--- config.mk ---
export PLATFORM = sky130hd
export DESIGN_NAME = session_manager_top
export DESIGN_NICKNAME = d
export VERILOG_FILES = /design/src/hdl/fix_session_pkg.sv /design/src/hdl/session_ram.sv /design/src/hdl/session_event_arbiter.sv /design/src/hdl/session_fsm.sv /design/src/hdl/session_manager_top.sv
export SDC_FILE = /design/constraint.sdc
export NUM_CORES = 1
export LEC_CHECK = 0
export ABC_CLOCK_PERIOD_IN_PS = 11200
export BUFFER_PORTS_ARGS = -buffer_cell sky130_fd_sc_hd__clkbuf_2
export CELL_PAD_IN_SITES_DETAIL_PLACEMENT = 2
export CELL_PAD_IN_SITES_GLOBAL_PLACEMENT = 2
export CORE_ASPECT_RATIO = 0.8
export CORE_UTILIZATION = 41
export DETAILED_ROUTE_END_ITERATION = 10
export GPL_TIMING_DRIVEN = 0
export PLACE_DENSITY_LB_ADDON = 0.1
export SYNTH_ARGS = -nofsm -noshare
export SYNTH_HDL_FRONTEND = slang
export SYNTH_HIERARCHICAL = 1
export SYNTH_SLANG_ARGS = --single-unit
--- constraint.sdc ---
create_clock -name clk -period 11.2 [get_ports clk]
set_input_delay 1.68 -clock clk [delete_from_list [all_inputs] [get_ports clk]]
set_output_delay 1.68 -clock clk [all_outputs]
set_load 0.01 [all_outputs]
--- src/hdl/fix_session_pkg.sv ---
//////////////////////////////////////////////////////////////////////
// shared encodings and packed records of the FIX session engine,
// imported by every block that passes events or actions around
//////////////////////////////////////////////////////////////////////
package fix_session_pkg;

	// inbound message type as decoded by the parser
	typedef enum logic [2:0] {
		logon      = 3'd0,
		business   = 3'd1,
		logout     = 3'd2,
		heartbeat  = 3'd3,
		resend_req = 3'd4,
		seq_reset  = 3'd5,
		gap_fill   = 3'd6
	} msg_type_e;

	// parser verdict, seq_low means too low without PossDup
	typedef enum logic [2:0] {
		valid    = 3'd0,
		seq_high = 3'd1,
		garbled  = 3'd2,
		seq_low  = 3'd3,
		invalid  = 3'd4
	} validity_e;

	// disconnected is zero so a cleared table means no sessions
	typedef enum logic [3:0] {
		disconnected          = 4'd0,
		normal_session        = 4'd1,
		serving_resend_logout = 4'd2,
		sent_resend_req       = 4'd3,
		sent_heartbeat        = 4'd4,
		resend_req_logout     = 4'd5,
		serving_resend        = 4'd6,
		logout_sent           = 4'd7,
		logon_sent            = 4'd8
	} session_state_e;

	typedef enum logic [1:0] {
		ctrl_connect     = 2'd0,
		ctrl_end_session = 2'd1,
		ctrl_timeout     = 2'd2,
		ctrl_resend_done = 2'd3
	} ctrl_kind_e;

	typedef enum logic [3:0] {
		act_ignore         = 4'd0,
		act_disconnect     = 4'd1,
		act_send_logon     = 4'd2,
		act_send_logout    = 4'd3,
		act_send_heartbeat = 4'd4,
		act_resend_req     = 4'd5,
		act_do_resend      = 4'd6,
		act_deliver        = 4'd7,
		act_update_seq     = 4'd8
	} action_e;

	// cause reported along with a disconnect
	typedef enum logic [1:0] {
		err_none         = 2'd0,
		err_fatal_manual = 2'd1,
		err_protocol     = 2'd2,
		err_timeout      = 2'd3
	} error_e;

	typedef struct packed {
		msg_type_e msg_type;
		validity_e validity;
	} rx_msg_t;

	// one slot of the merged event stream
	typedef struct packed {
		logic       is_ctrl;
		rx_msg_t    msg;
		ctrl_kind_e ctrl_kind;
	} session_event_t;

	typedef struct packed {
		action_e action;
		error_e  error;
	} session_action_t;

endpackage

--- src/hdl/session_ram.sv ---
//////////////////////////////////////////////////////////////////////
// single-port table RAM with registered read, holds the per-host
// session state and the per-host target CompID
//////////////////////////////////////////////////////////////////////
`timescale 1ns/10ps

module session_ram #(
	parameter int DEPTH = 16,
	parameter int WIDTH = 4,
	localparam int ADDR_W = $clog2(DEPTH)
) (
	input  logic              clk,
	input  logic              we_i,
	input  logic [ADDR_W-1:0] addr_i,
	input  logic [WIDTH-1:0]  wdata_i,
	output logic [WIDTH-1:0]  rdata_o
);

	logic [WIDTH-1:0] mem [DEPTH];

	// read returns the old word when the same address is written
	always_ff @(posedge clk) begin
		if (we_i) begin
			mem[addr_i] <= wdata_i;
		end
		rdata_o <= mem[addr_i];
	end

endmodule

--- src/hdl/session_event_arbiter.sv ---
//////////////////////////////////////////////////////////////////////
// merges inbound messages and local control events into one event
// per cycle, messages first, control waits in a one-entry hold
//////////////////////////////////////////////////////////////////////
`timescale 1ns/10ps

module session_event_arbiter #(
	parameter int NUM_HOST = 16,
	localparam int HOST_W = $clog2(NUM_HOST)
) (
	input  logic                            clk,
	input  logic                            arst_n_i,
	input  logic                            msg_valid_i,
	input  fix_session_pkg::rx_msg_t        msg_i,
	input  logic [HOST_W-1:0]               msg_host_i,
	input  logic                            ctrl_valid_i,
	input  fix_session_pkg::ctrl_kind_e     ctrl_kind_i,
	input  logic [HOST_W-1:0]               ctrl_host_i,
	input  logic                            hold_i,
	output logic                            evt_valid_o,
	output fix_session_pkg::session_event_t evt_o,
	output logic [HOST_W-1:0]               evt_host_o,
	output logic                            ctrl_overrun_o
);
	import fix_session_pkg::*;

	logic              pend_valid;
	ctrl_kind_e        pend_kind;
	logic [HOST_W-1:0] pend_host;
	logic              msg_take;
	logic              slot_free;
	logic              issue_pend;
	logic              issue_new;
	logic              store_new;

	assign msg_take  = msg_valid_i && !hold_i;
	assign slot_free = !msg_valid_i && !hold_i;

	// pending entry leaves first, a fresh strobe bypasses an empty hold
	assign issue_pend = pend_valid && slot_free;
	assign issue_new  = !pend_valid && ctrl_valid_i && slot_free;
	assign store_new  = ctrl_valid_i && !issue_new && (!pend_valid || issue_pend);

	always_ff @(posedge clk or negedge arst_n_i) begin
		if (!arst_n_i) begin
			pend_valid     <= 1'b0;
			evt_valid_o    <= 1'b0;
			ctrl_overrun_o <= 1'b0;
		end else begin
			evt_valid_o <= msg_take || issue_pend || issue_new;
			if (store_new) begin
				pend_valid <= 1'b1;
			end else if (issue_pend) begin
				pend_valid <= 1'b0;
			end
			// sticky, hold full and not draining this cycle
			if (ctrl_valid_i && pend_valid && !issue_pend) begin
				ctrl_overrun_o <= 1'b1;
			end
		end
	end

	always_ff @(posedge clk) begin
		if (store_new) begin
			pend_kind <= ctrl_kind_i;
			pend_host <= ctrl_host_i;
		end
		if (msg_take) begin
			evt_o      <= '{is_ctrl: 1'b0, msg: msg_i, ctrl_kind: ctrl_connect};
			evt_host_o <= msg_host_i;
		end else if (issue_pend) begin
			evt_o      <= '{is_ctrl: 1'b1, msg: '{msg_type: logon, validity: valid},
				ctrl_kind: pend_kind};
			evt_host_o <= pend_host;
		end else if (issue_new) begin
			evt_o      <= '{is_ctrl: 1'b1, msg: '{msg_type: logon, validity: valid},
				ctrl_kind: ctrl_kind_i};
			evt_host_o <= ctrl_host_i;
		end
	end

endmodule

--- src/hdl/session_fsm.sv ---
//////////////////////////////////////////////////////////////////////
// session decision pipeline: stage 1 addresses the tables, stage 2
// applies the session rules, writes the state back and emits the action
//////////////////////////////////////////////////////////////////////
`timescale 1ns/10ps

module session_fsm #(
	parameter int NUM_HOST = 16,
	parameter int COMP_ID_W = 64,
	localparam int HOST_W = $clog2(NUM_HOST)
) (
	input  logic                             clk,
	input  logic                             arst_n_i,
	input  logic                             evt_valid_i,
	input  fix_session_pkg::session_event_t  evt_i,
	input  logic [HOST_W-1:0]                evt_host_i,
	output logic                             st_we_o,
	output logic [HOST_W-1:0]                tab_addr_o,
	output logic [3:0]                       st_wdata_o,
	input  logic [3:0]                       st_rdata_i,
	input  logic [COMP_ID_W-1:0]             cid_rdata_i,
	output logic                             init_busy_o,
	output logic                             act_valid_o,
	output fix_session_pkg::session_action_t act_o,
	output logic [HOST_W-1:0]                act_host_o,
	output logic [COMP_ID_W-1:0]             act_comp_id_o
);
	import fix_session_pkg::*;

	logic              init_busy;
	logic [HOST_W-1:0] init_cnt;
	logic              s2_valid;
	session_event_t    s2_evt;
	logic [HOST_W-1:0] s2_host;
	msg_type_e         s2_type;
	validity_e         s2_vld;
	logic              wb_valid;
	logic [HOST_W-1:0] wb_host;
	session_state_e    wb_state;
	logic              wr_wb;
	logic              wr_now;
	session_state_e    cur_state;
	session_state_e    nxt_state;
	session_action_t   nxt_act;
	logic              act_en;

	assign init_busy_o = init_busy;
	assign s2_type     = s2_evt.msg.msg_type;
	assign s2_vld      = s2_evt.msg.validity;

	// newest state for the stage 2 host, pending write-back wins over RAM
	assign cur_state = (wb_valid && wb_host == s2_host) ? wb_state
		: session_state_e'(st_rdata_i);

	// session rules, first match wins
	always_comb begin
		nxt_state = cur_state;
		nxt_act   = '{action: act_ignore, error: err_none};
		act_en    = 1'b1;
		if (s2_evt.is_ctrl) begin
			case (s2_evt.ctrl_kind)
				ctrl_connect: begin
					nxt_act.action = act_send_logon;
					nxt_state      = logon_sent;
				end
				ctrl_end_session: begin
					nxt_act.action = act_send_logout;
					nxt_state      = logout_sent;
				end
				ctrl_timeout: begin
					if (cur_state inside {logon_sent, logout_sent, sent_heartbeat}) begin
						nxt_act   = '{action: act_disconnect, error: err_timeout};
						nxt_state = disconnected;
					end else begin
						nxt_act.action = act_send_heartbeat;
						nxt_state      = sent_heartbeat;
					end
				end
				default: begin
					if (cur_state inside {sent_resend_req, serving_resend}) begin
						nxt_act.action = act_deliver;
						nxt_state      = normal_session;
					end else if (cur_state inside {resend_req_logout, serving_resend_logout}) begin
						nxt_act.action = act_send_logout;
						nxt_state      = logout_sent;
					end else begin
						act_en = 1'b0;
					end
				end
			endcase
		end else if (s2_vld == seq_low || s2_vld == invalid) begin
			nxt_act   = '{action: act_disconnect, error: err_fatal_manual};
			nxt_state = disconnected;
		end else if (cur_state == disconnected) begin
			nxt_act = '{action: act_disconnect, error: err_protocol};
		end else if (s2_vld == garbled && cur_state != logon_sent) begin
			nxt_act.action = act_ignore;
		end else begin
			case (cur_state)
				logon_sent: begin
					if (s2_type == logon && s2_vld == valid) begin
						nxt_act.action = act_deliver;
						nxt_state      = normal_session;
					end else if (s2_type == logon && s2_vld == seq_high) begin
						nxt_act.action = act_resend_req;
						nxt_state      = sent_resend_req;
					end else begin
						nxt_act   = '{action: act_disconnect, error: err_protocol};
						nxt_state = disconnected;
					end
				end
				normal_session, sent_heartbeat: begin
					if (s2_type == logout && s2_vld == valid) begin
						nxt_act.action = act_send_logout;
						nxt_state      = disconnected;
					end else if (s2_type == logout && s2_vld == seq_high) begin
						nxt_act.action = act_resend_req;
						nxt_state      = resend_req_logout;
					end else if (s2_type == resend_req) begin
						nxt_act.action = act_do_resend;
						nxt_state      = serving_resend;
					end else if (s2_vld == seq_high) begin
						nxt_act.action = act_resend_req;
						nxt_state      = sent_resend_req;
					end else if (s2_type == heartbeat) begin
						nxt_act.action = act_send_heartbeat;
						nxt_state      = sent_heartbeat;
					end else begin
						nxt_act.action = act_deliver;
						nxt_state      = normal_session;
					end
				end
				logout_sent: begin
					if (s2_type == logout) begin
						nxt_act   = '{action: act_disconnect, error: err_none};
						nxt_state = disconnected;
					end else if (s2_type == resend_req) begin
						nxt_act.action = act_do_resend;
						nxt_state      = serving_resend_logout;
					end else begin
						nxt_act   = '{action: act_disconnect, error: err_protocol};
						nxt_state = disconnected;
					end
				end
				sent_resend_req, resend_req_logout: begin
					if (s2_type == gap_fill || s2_type == seq_reset) begin
						nxt_act.action = act_update_seq;
					end else if (s2_vld == seq_high) begin
						nxt_act.action = act_resend_req;
					end else begin
						nxt_act.action = act_deliver;
					end
				end
				serving_resend, serving_resend_logout: begin
					nxt_act.action = act_deliver;
				end
				default: begin
					nxt_act   = '{action: act_disconnect, error: err_protocol};
					nxt_state = disconnected;
				end
			endcase
		end
	end

	// one table port: init walk, then stage 1 reads, writes use idle cycles.
	// runs of events to three distinct hosts on consecutive cycles
	// overwrite the oldest pending write-back
	always_comb begin
		st_we_o    = 1'b0;
		tab_addr_o = evt_host_i;
		st_wdata_o = nxt_state;
		wr_wb      = 1'b0;
		wr_now     = 1'b0;
		if (init_busy) begin
			st_we_o    = 1'b1;
			tab_addr_o = init_cnt;
			st_wdata_o = disconnected;
		end else if (evt_valid_i) begin
			tab_addr_o = evt_host_i;
		end else if (wb_valid) begin
			st_we_o    = 1'b1;
			tab_addr_o = wb_host;
			st_wdata_o = wb_state;
			wr_wb      = 1'b1;
		end else if (s2_valid) begin
			st_we_o    = 1'b1;
			tab_addr_o = s2_host;
			wr_now     = 1'b1;
		end
	end

	always_ff @(posedge clk or negedge arst_n_i) begin
		if (!arst_n_i) begin
			init_busy     <= 1'b1;
			init_cnt      <= '0;
			s2_valid      <= 1'b0;
			wb_valid      <= 1'b0;
			act_valid_o   <= 1'b0;
			act_o         <= '0;
			act_host_o    <= '0;
			act_comp_id_o <= '0;
		end else begin
			if (init_busy) begin
				init_cnt <= init_cnt + 1'b1;
				if (init_cnt == HOST_W'(NUM_HOST - 1)) begin
					init_busy <= 1'b0;
				end
			end
			s2_valid <= evt_valid_i && !init_busy;
			if (s2_valid && !wr_now) begin
				wb_valid <= 1'b1;
			end else if (wr_wb) begin
				wb_valid <= 1'b0;
			end
			act_valid_o <= s2_valid && act_en;
			if (s2_valid && act_en) begin
				act_o         <= nxt_act;
				act_host_o    <= s2_host;
				act_comp_id_o <= cid_rdata_i;
			end
		end
	end

	// stage 1 and write-back payload
	always_ff @(posedge clk) begin
		if (evt_valid_i) begin
			s2_evt  <= evt_i;
			s2_host <= evt_host_i;
		end
		if (s2_valid && !wr_now) begin
			wb_host  <= s2_host;
			wb_state <= nxt_state;
		end
	end

endmodule

--- src/hdl/session_manager_top.sv ---
//////////////////////////////////////////////////////////////////////
// FIX session engine top: event arbiter, decision pipeline and the
// two per-host tables, CompIDs are provisioned while traffic is idle
//////////////////////////////////////////////////////////////////////
`timescale 1ns/10ps

module session_manager_top #(
	parameter int NUM_HOST = 16,
	parameter int COMP_ID_W = 64,
	localparam int HOST_W = $clog2(NUM_HOST)
) (
	input  logic                             clk,
	input  logic                             arst_n_i,
	input  logic                             msg_valid_i,
	input  fix_session_pkg::rx_msg_t         msg_i,
	input  logic [HOST_W-1:0]                msg_host_i,
	input  logic                             ctrl_valid_i,
	input  fix_session_pkg::ctrl_kind_e      ctrl_kind_i,
	input  logic [HOST_W-1:0]                ctrl_host_i,
	input  logic                             cfg_we_i,
	input  logic [HOST_W-1:0]                cfg_host_i,
	input  logic [COMP_ID_W-1:0]             cfg_comp_id_i,
	output logic                             act_valid_o,
	output fix_session_pkg::session_action_t act_o,
	output logic [HOST_W-1:0]                act_host_o,
	output logic [COMP_ID_W-1:0]             act_comp_id_o,
	output logic                             ctrl_overrun_o
);
	import fix_session_pkg::*;

	logic                 evt_valid;
	session_event_t       evt;
	logic [HOST_W-1:0]    evt_host;
	logic                 init_busy;
	logic                 st_we;
	logic [HOST_W-1:0]    tab_addr;
	logic [3:0]           st_wdata;
	logic [3:0]           st_rdata;
	logic [HOST_W-1:0]    cid_addr;
	logic [COMP_ID_W-1:0] cid_rdata;

	// provisioning takes the CompID port
	assign cid_addr = cfg_we_i ? cfg_host_i : tab_addr;

	session_event_arbiter #(.NUM_HOST(NUM_HOST)) arb_i (
		.clk            (clk),
		.arst_n_i       (arst_n_i),
		.msg_valid_i    (msg_valid_i),
		.msg_i          (msg_i),
		.msg_host_i     (msg_host_i),
		.ctrl_valid_i   (ctrl_valid_i),
		.ctrl_kind_i    (ctrl_kind_i),
		.ctrl_host_i    (ctrl_host_i),
		.hold_i         (init_busy),
		.evt_valid_o    (evt_valid),
		.evt_o          (evt),
		.evt_host_o     (evt_host),
		.ctrl_overrun_o (ctrl_overrun_o)
	);

	session_fsm #(.NUM_HOST(NUM_HOST), .COMP_ID_W(COMP_ID_W)) fsm_i (
		.clk           (clk),
		.arst_n_i      (arst_n_i),
		.evt_valid_i   (evt_valid),
		.evt_i         (evt),
		.evt_host_i    (evt_host),
		.st_we_o       (st_we),
		.tab_addr_o    (tab_addr),
		.st_wdata_o    (st_wdata),
		.st_rdata_i    (st_rdata),
		.cid_rdata_i   (cid_rdata),
		.init_busy_o   (init_busy),
		.act_valid_o   (act_valid_o),
		.act_o         (act_o),
		.act_host_o    (act_host_o),
		.act_comp_id_o (act_comp_id_o)
	);

	session_ram #(.DEPTH(NUM_HOST), .WIDTH(4)) state_tab (
		.clk     (clk),
		.we_i    (st_we),
		.addr_i  (tab_addr),
		.wdata_i (st_wdata),
		.rdata_o (st_rdata)
	);

	session_ram #(.DEPTH(NUM_HOST), .WIDTH(COMP_ID_W)) comp_id_tab (
		.clk     (clk),
		.we_i    (cfg_we_i),
		.addr_i  (cid_addr),
		.wdata_i (cfg_comp_id_i),
		.rdata_o (cid_rdata)
	);

endmodule

## Yosys cells after proc, flatten, opt, wreduce, memory -nomap -nowiden

Memory sizes are Yosys's and may differ from the RTL's. A register that Yosys moved wholly into a read port is not among the register bits.
Index checks and enable logic that the tools add are counted.

- Reduce and logical (&&, ||, !) cells: 46
- Divide/modulo/power cells: 0
- Equality and inequality tests: 22
- Magnitude comparators: 0
- Shifts and indexed selects: 0
- Add/subtract/negate cells: 1
- Mux-type cells: 84
- Bitwise operators: 0
- Multiply operators: 0

Operators by type and width:

| cell | number |
|---|---|
| $mux 4 | 32 |
| $mux 1 | 24 |
| $pmux 4 s3 | 2 |
| $mux 2 | 11 |
| $pmux 4 s5 | 1 |
| $logic_and 1x1->1 | 18 |
| $mux 6 | 3 |
| $mux 9 | 2 |
| $eq 4x3->1 const B | 4 |
| $pmux 4 s4 | 1 |
| $mux 3 | 5 |
| $eq 3x2->1 const B | 4 |
| $eq 3x3->1 const B | 4 |
| $reduce_bool 2->1 | 5 |
| $eq 4x2->1 const B | 2 |
| $eq 4x4->1 const B | 2 |
| $mux 8 | 1 |
| $logic_not 1->1 | 6 |
| $logic_not 3->1 | 2 |
| $pmux 2 s3 | 1 |
| $reduce_bool 3->1 | 2 |
| $reduce_or 2->1 | 3 |
| $reduce_or 6->1 | 1 |
| $logic_or 1x1->1 | 5 |
| 12 further kinds | 12 |

- Latch bits: 0
- Register bits: 125
- Input bits: 89
- RAM bits: 1088
- Output and inout bits: 76
- Memories: 2
- Logic and storage cells: 181
- Bits in read-only memories: 0

Memory list:

| name | words | bits a word | read ports | clocked after Yosys merged registers in | write ports | RTL line | text |
|---|---|---|---|---|---|---|---|
| comp_id_tab.mem | 16 | 64 | 1 | 1 | 1 | session_ram.sv:19 | `logic [WIDTH-1:0] mem [DEPTH];` |
| state_tab.mem | 16 | 4 | 1 | 1 | 1 | session_ram.sv:19 |  |

## Logic depth before layout (Yosys ltp)

Gate-level depths: netlist of the first run.

- Depth in word-level cells: 14
- Depth in mapped cells: 13
- Depth with buffers taken out: 9

## Cells and area by module

The synthesis of the first run kept the hierarchy.

Modules (own cells, without submodules):

| module | area each (um^2) | sequential area each (um^2) | instances | cells an instance |
|---|---|---|---|---|
| session_ram at comp_id_tab | 39517.9 | 32030.7 | 1 | 1648 |
| session_fsm | 5330.1 | 2683.8 | 1 | 468 |
| session_ram at state_tab | 2658.8 | 2001.9 | 1 | 133 |
| session_event_arbiter | 915.9 | 615.6 | 1 | 63 |
| session_manager_top | 45.0 | 0.0 | 1 | 4 |

## Least setup slack after synthesis of the first run

No wires, ideal clock.

- Path type: input -> register
- Start: input cfg_we_i
- End: memory comp_id_tab/mem[0][0] (netlist name), enable pin
- Path slack: 3.714 ns
- Path buffers: 3
- Setup time: 0.565 ns
- Cell stages on the path: 5
- Data required time: 10.635 ns
- Data arrival time: 6.922 ns
- Cells stage by stage: mux2_2 > clkbuf_1 > buf_2 > buf_2 > nor3_1

- Longest elaborated chain between the ends: 2
- Elaborated cells on any way between the ends: 3

RTL lines:

| element | RTL line | text |
|---|---|---|
| start, declared | session_manager_top.sv:20 | `input logic cfg_we_i,` |
| $mux 1 | session_ram.sv:23 | `if (we_i) begin` |
| $mux 1 (not written as such) | session_ram.sv:24 | `mem[addr_i] <= wdata_i;` |
| end, declared | session_ram.sv:19 |  |

Several ways; a longest one is shown, not always the timed one.

## Worst setup path in the final report of the first run

- Start: register arb_i.evt_valid_o
- End: memory comp_id_tab/mem[3][40] (netlist name), enable pin

- Longest elaborated chain between the ends: 3

RTL lines:

| element | RTL line | text |
|---|---|---|
| start, declared | session_event_arbiter.sv:20 | `output logic evt_valid_o,` |
| start signal, assigned | session_event_arbiter.sv:50 | `evt_valid_o <= msg_take \|\| issue_pend \|\| issue_new;` |
| $mux 4 | session_fsm.sv:178 | `end else if (evt_valid_i) begin` |
| $mux 4 | session_fsm.sv:174 | `if (init_busy) begin` |
| via tab_addr[1] | session_manager_top.sv:36 | `logic [HOST_W-1:0] tab_addr;` |
| $mux 4 | session_manager_top.sv:43 | `assign cid_addr = cfg_we_i ? cfg_host_i : tab_addr;` |
| via cid_addr[1] | session_manager_top.sv:39 | `logic [HOST_W-1:0] cid_addr;` |

The timed path passes the listed nets, and every way through them passes these cells.

==> results of run 1 <==
==> layer usage <==
metal | up-vias | share of wire | global-route usage
li1 | 10400 | - | -
met1 | 13800 | 0.43 | 0.325
met2 | 722 | 0.49 | 0.393
met4 | 16 | 0.021 | 0.0673
met3 | 189 | 0.054 | 0.0444
met5 | - | 0.00078 | 0
==> worst max-delay path by stage <==
stage	start	endpoint	slack, ns	depth (start not counted)
detailed placement	arb_i/evt_valid_o$_DFF_PN0_	comp_id_tab/mem[3][38]$_DFFE_PP_	4.48	12
global placement	cfg_we_i	comp_id_tab/mem[8][38]$_DFFE_PP_	-4.21	6
global route	arb_i/evt_valid_o$_DFF_PN0_	comp_id_tab/mem[3][34]$_DFFE_PP_	4.14	12
floorplan	cfg_we_i	comp_id_tab/mem[0][0]$_DFFE_PP_	3.71	5
CTS	arb_i/evt_valid_o$_DFF_PN0_	comp_id_tab/mem[3][34]$_DFFE_PP_	4.45	12
finish	arb_i/evt_valid_o$_DFF_PN0_	comp_id_tab/mem[3][40]$_DFFE_PP_	4.43	12
==> where the power goes <==
group / switching, mW / internal, mW
logic: 0.943 / 0.623
clock network: 1.89 / 2.75
registers: 0.143 / 5.52
==> flip-flops by register name, summed over array words and instances (netlist names), 6 cells and up <==
| name | flops |
|---|---|
| state_tab/mem | 64 |
| comp_id_tab/mem | 1024 |
| comp_id_tab/rdata_o | 64 |
| fsm_i/act_o | 6 |
| fsm_i/act_comp_id_o | 64 |
| arb_i/evt_o | 9 |
==> cells in the final DEF (no fill, tap or decap), types with 11 or more instances in the layout <==
cell,synthesis,final
buf_6,8,36
dfxtp_1,71,71
nor2b_1,11,11
nand3_1,20,20
o21ai_0,25,25
bufinv_16,0,14
and2_1,13,13
nand2b_1,15,15
clkbuf_16,0,141
inv_1,11,11
xnor2_1,14,14
buf_16,0,14
mux2i_1,11,11
mux2_2,55,55
edfxtp_1,1125,1125
clkinv_1,0,13
buf_12,1,27
nor2_4,0,12
mux2_4,20,20
nor3_1,19,15
mux4_2,266,266
nand2_1,101,101
clkbuf_1,48,82
clkinv_2,0,18
a21oi_1,21,21
nor2_1,64,51
buf_2,41,41
clkbuf_2,0,162
buf_4,11,13
clkbuf_8,0,18
a22oi_1,133,133
dfrtp_1,84,84
==> logic make-up (layout without fill, tap and decap cells) <==
logic type,count (synthesis),count (layout)
muxes,360,360
buffers and inverters,130,620
DFF,1281,1281
xor gates and xnor gates,18,18
AOI/OAI and AO/OA,241,241
other,0,2
adders and majority gates,1,1
and+or+nand+nor,285,285
==> final cells by class <==
type                       instances  area [sq um]  share of cell area
antenna                            2          5.00           0.0000873
buffer                           119           616              0.0107
clock buffer                     192          3890              0.0679
clock inverter                    56           697              0.0122
inverter                          11          41.3            0.000721
multi-input combinational        905         10600               0.185
sequential                      1281         37300               0.652
tap                             1539          1930              0.0336
timing repair buffer             242          2200              0.0383
==> through the flow <==
stage / power, mW / TNS [ns] / instance area (sq um) / hold WS, ns / setup slack, ns
after floorplan: 6.62 / 0 / 48500 / 0.400 / 3.71
after global placement: 7.25 / -1348.80 / 51200 / 0.418 / -4.21
after detailed placement: 7.34 / 0 / 52700 / 0.420 / 4.48
after CTS: 12.0 / 0 / 57300 / 0.434 / 4.45
after global routing: 12.3 / 0 / 57300 / 0.435 / 4.14
final: 11.9 / 0 / 57300 / 0.432 / 4.43
==> critical path: stages, from the launching register on <==
cell	delay, ns
dfrtp_1	0.91
inv_1	0.34
nand2_1	0.42
o22ai_1	0.16
o31ai_1	0.72
mux2_2	0.31
clkbuf_1	0.94
buf_2	0.58
buf_2	0.37
nand2_1	0.33
nor2_4	0.84
buf_16	0.26
buf_12	0.21
==> results.md, run 1 <==
* Area fraction of the dominant cell type after synthesis at 0.697
* Critical path type: flip-flop to flip-flop
* Minimum clock period at 6.77 ns
* Main synth FF type: edfxtp_1
* Slew of the pin with the lowest slew margin at 1.36 ns
* Global route overflow at 0
* VDD IR max at 0.000135 V
* CTS root buf: clkbuf_16
* Synthesized area at 48500 sq um
* Wire per inst at 32.3 um
* Final Hold Violating Endpoints at 0
* H-tree level count at 4
* R2R cell count at 12
* Number of hold buffers added after cts at 0
* P&R area growth vs syn at 18.2%
* GRT Total Usage at 0.238
* Compound-Gate Fraction of Synth Area at 0.0355
* Distinct cells, synth at 77
* Static Leak at 19.2 nW
* Fin crit share at 0.604
* Number of flops mapped to enable cells by yosys at 1125
* Reg2reg end: comp_id_tab/mem[3][40]$_DFFE_PP_
* Vias at 25.1k
* Antenna violations before repair at 12
* GP Congestion at 0.845
* I/O pin count at 165
* Clock Sink Count at 1281
* Worst relative slew slack at 0.0955
* Initial Util at 0.415
* Mux cell area share after synthesis at 0.149
* Layout cells sized above 1 at 0.314
* Number of global-route vias before repair at 27.4k
* Synth area leader: edfxtp_1
* Num CTS Buffers at 135
* PD cells at 207 nW/um^2
* DP Wirelength at 91600 um
* Die height at 310 um
* Max-slew violations at 0
* Syn_nets at 2406
* IO Port Bufs at 163
* Synth area leaders: edfxtp_1, mux4_2, dfrtp_1, dfxtp_1, a22oi_1
* Min-delay worst type: flip-flop to flip-flop
* CP Max Fanout at 21
* Clock tree buffer depth at 3
* Largest family of logic cells by synthesized area: multiplexers
* YS warnings at 6
* Final nets at 2785
* R2R setup slack at 4.43 ns
* CTS tree: yes
* Avg Inst Size Synth at 20.9 sq um
* Fmax at 148 MHz
* Setup-failing EPs final at 0
* Antenna viol nets, final at 0
* Worst r2r src: arb_i/evt_valid_o$_DFF_PN0_
* Total die area at 120000 sq um
* Crit path DAT at 7.22 ns
* Simple-gate share of the synthesized area at 0.0287
* Postcts setup bufs at 0
* Drt total wl at 140000 um
* Clk_lat worst skew at 0.76 ns
* DRT iter0 DRCs at 2347
* Worst Clk Skew at 0.0254 ns
* Register area share after synthesis at 0.770
* XOR/XNOR share of the synthesized area at 0.00325
* Vias per cell at 5.77
* Most frequent cell after synthesis: edfxtp_1
* Die Span X at 386 um
* Largest net degree at the start of global routing at 53
* Synth top cells by count: edfxtp_1, mux4_2, a22oi_1
* Startpoint Class: flip-flop
* Synth Instances at 2316
* First-pass GRT wire length at 201000 um
* Post-CTS sizing at 0
* Final Util at 0.490
* Min-delay src: arb_i/evt_o[4]$_SDFFCE_PN0P_
* RSZ-0062 raised after global routing: false
* Drc violations at 0
* Outcome: finished clean
* Final std cells w/o fill at 4347
* Number of iterations in the first detailed-routing pass at 5
* Async S/R FF share, synth at 0.0664
* Max-Cap Viols at 0
* Core area at 117000 sq um
* #FFs+latches synth at 1281
* Critical Path RT at 11.65 ns
* Placed Cells at 4097
* CP Capture Type: flip-flop
* Row count at 112
* CTS clk-pin slew, worst paths at 0.06 ns
* Synth Area in Adders at 0.000258
* FILL cells at 10.3k
* Hold Path End: fsm_i/s2_vld[2]$_DFFE_PP_
* Worst hold path cell count at 0
No activity file was read; power rests on OpenSTA's default activity.
==> run 2, diff against run 1 <==
--- a/config.mk
+++ b/config.mk
@@ -5,7 +5,7 @@
 export SDC_FILE = /design/constraint.sdc
 export NUM_CORES = 1
 export LEC_CHECK = 0
-export ABC_CLOCK_PERIOD_IN_PS = 11200
+export ABC_CLOCK_PERIOD_IN_PS = 6500
 export BUFFER_PORTS_ARGS = -buffer_cell sky130_fd_sc_hd__clkbuf_2
 export CELL_PAD_IN_SITES_DETAIL_PLACEMENT = 2
 export CELL_PAD_IN_SITES_GLOBAL_PLACEMENT = 2
==> constraint.sdc (replaced) <==
create_clock -name clk -period 6.5 [get_ports clk]
set_input_delay 0.975 -clock clk [delete_from_list [all_inputs] [get_ports clk]]
set_output_delay 0.975 -clock clk [all_outputs]
set_load 0.01 [all_outputs]
==> run 2 against run 1 <==
  * Critical endpoint is now comp_id_tab/mem[3][34]$_DFFE_PP_
  * Critical path depth decreased by 1
  * Global-route usage about the same
  * Non-clock buffer count decreased by 1
  * Clock skew increased by 0.00085 ns
  * Core utilization about the same
  * Clock-buffer cell count unchanged
  * Combinational power increased by 72%
  * Die area unchanged
  * Largest cell class unchanged
  * Cell area about the same
==> results.md, run 2 (same netlist as run 1, synthesis figures left out) <==
* Reg area at 37300 sq um (unchanged)
* Die Span X at 386 um (unchanged)
* Final nets at 2784 (-0.036%)
* Minimum clock period at 6.13 ns (-0.643 ns)
* Row count at 112 (unchanged)
* Wire per inst at 32.3 um (+0.11%)
* Postcts setup bufs at 0 (unchanged)
* Worst path cell trace: inv_1, nand2_1, o22ai_1, o31ai_1, mux2_2, buf_2, buf_2, nand2_1, nor2_4, buf_16, buf_12
* GP Congestion at 0.845 (unchanged)
* IO Port Bufs at 163 (unchanged)
* CTS tree: yes
* Multi-input gate area at 10600 sq um (unchanged)
* Max-slew violations at 0 (unchanged)
* Clock tree buffer depth at 3 (unchanged)
* DRT iter0 DRCs at 2323 (-1.0%)
* I/O pin count at 165 (unchanged)
* CP max stage delay at 0.89 ns (-0.05 ns)
* Total power at 20.4 mW (+72%)
* Number of hold buffers added after cts at 0 (unchanged)
* Startpoint Class: flip-flop
* Outcome: finished clean
* Layout cells sized above 1 at 0.314 (about the same)
* Number of iterations in the first detailed-routing pass at 6 (+1)
* Initial Util at 0.415 (unchanged)
* Worst Clk Skew at 0.0263 ns (+0.000847 ns)
* Placed Cells at 4097 (unchanged)
* VDD IR max at 0.000234 V (+73%)
* Total die area at 120000 sq um (unchanged)
* P&R area growth vs syn at 18.2% (about the same)
* Biggest register: comp_id_tab/mem
* Largest register FFs at 1024 (unchanged)
* CTS root buf: clkbuf_16
* CTS clk-pin slew, worst paths at 0.06 ns (about the same)
* Slew of the pin with the lowest slew margin at 1.36 ns (+0.00556 ns)
* Largest net degree at the start of global routing at 53 (unchanged)
* Worst relative slew slack at 0.0876 (-0.00795)
* Fin crit share at 0.942 (+0.338)
* Vias per cell at 5.76 (-0.21%)
* H-tree level count at 4 (unchanged)
* Drt total wl at 140000 um (about the same)
* PD cells at 357 nW/um^2 (+72%)
* Num CTS Buffers at 135 (unchanged)
* Die height at 310 um (unchanged)
* Core area at 117000 sq um (unchanged)
* Clk_lat worst skew at 0.76 ns (about the same)
* CP Capture Type: flip-flop
* Min-delay worst type: input pin to async pin
* GRT Total Usage at 0.238 (about the same)
* Max-Cap Viols at 0 (unchanged)
* DP Wirelength at 91600 um (unchanged)
* Leading cell type in the layout, fill and taps excluded: edfxtp_1
* Most used cells in the layout excluding fill and tap cells: edfxtp_1, mux4_2, clkbuf_2
* Drc violations at 0 (unchanged)
* RSZ-0062 raised after global routing: false
* Fmax at 163 MHz (+10%)
* Final std cells w/o fill at 4345 (-0.046%)
* Post-CTS sizing at 0 (unchanged)
* First-pass GRT wire length at 201000 um (about the same)
* Antenna violations before repair at 12 (unchanged)
* Critical path type: flip-flop to flip-flop
* Static Leak at 19.2 nW (about the same)
* FILL cells at 10.3k (unchanged)
* CP max-delay cell: dfrtp_1
* Vias at 25.0k (-0.26%)
* Critical Path RT at 6.95 ns (-4.70 ns)
* Global route overflow at 0 (unchanged)
* Antenna viol nets, final at 0 (unchanged)
* CP Max Fanout at 21 (unchanged)
* Setup-failing EPs final at 0 (unchanged)
* Number of global-route vias before repair at 27.3k (-0.044%)
* Final Hold Violating Endpoints at 0 (unchanged)
* Crit path DAT at 6.57 ns (-0.65 ns)
* Clock Sink Count at 1281 (unchanged)
## run 2: critical path, delay by kind of cell (launching register included)
kind                   cells  cell delay, ns
and+or+nand+nor            3            1.57
muxes                      1            0.70
AOI/OAI and AO/OA          2            0.88
buffers and inverters      5            1.70
DFF                        1            0.89
## run 2: layer usage
layer  track usage  routed length (um)
met1         0.325               61300
met5             0                 115
met4        0.0678                3040
met2         0.392               69000
met3        0.0444                7010
## run 2: per-stage QoR
step                hold slack, ns  worst slack [ns]  instance area (sq um)  setup TNS (ns)  utilization
finish                       0.124             0.375                  57300               0        0.490
floorplan                    0.400            -0.553                  48500         -141.62            -
CTS                         0.0994             0.362                  57300               0        0.490
global placement             0.418             -8.79                  51200        -6023.90        0.438
global route                 0.127            0.0655                  57300               0        0.490
detailed placement           0.420            -0.222                  52700          -16.31        0.451
## run 2: layout make-up
type | instances | area share
flip-flops and latches | 1281 | 0.652
well taps | 1539 | 0.0336
clock buffers | 192 | 0.0679
diodes | 1 | 0.0000437
inverters | 11 | 0.000721
clock inverters | 56 | 0.0122
plain buffers | 118 | 0.0107
multi-input cells | 905 | 0.185
repair buffers | 242 | 0.0383
## run 2: final timing paths
path                                              start                                   to  slack, ns  cells after the start
min in group clk                         ctrl_kind_i[0]         arb_i/pend_kind[0]$_DFFE_PP_       0.41                      1
max in group asynchronous                      arst_n_i  fsm_i/act_comp_id_o[23]$_DFFE_PN0P_       5.64                      2
setup reg to reg            arb_i/evt_valid_o$_DFF_PN0_     comp_id_tab/mem[3][34]$_DFFE_PP_       0.37                     11
hold reg to reg            arb_i/evt_o[3]$_SDFFCE_PN0P_            fsm_i/s2_vld[1]$_DFFE_PP_       0.43                      0
hold / removal                                 arst_n_i           fsm_i/act_o[4]$_DFFE_PN0P_       0.12                      1
setup / recovery            arb_i/evt_valid_o$_DFF_PN0_     comp_id_tab/mem[3][34]$_DFFE_PP_       0.37                     11
## run 2: power breakdown
group	internal [mW]	total, mW	switching, mW
clock network	4.74	7.99	3.25
registers	9.50	9.75	0.246
logic	1.07	2.70	1.62
total	15.3	20.4	5.12
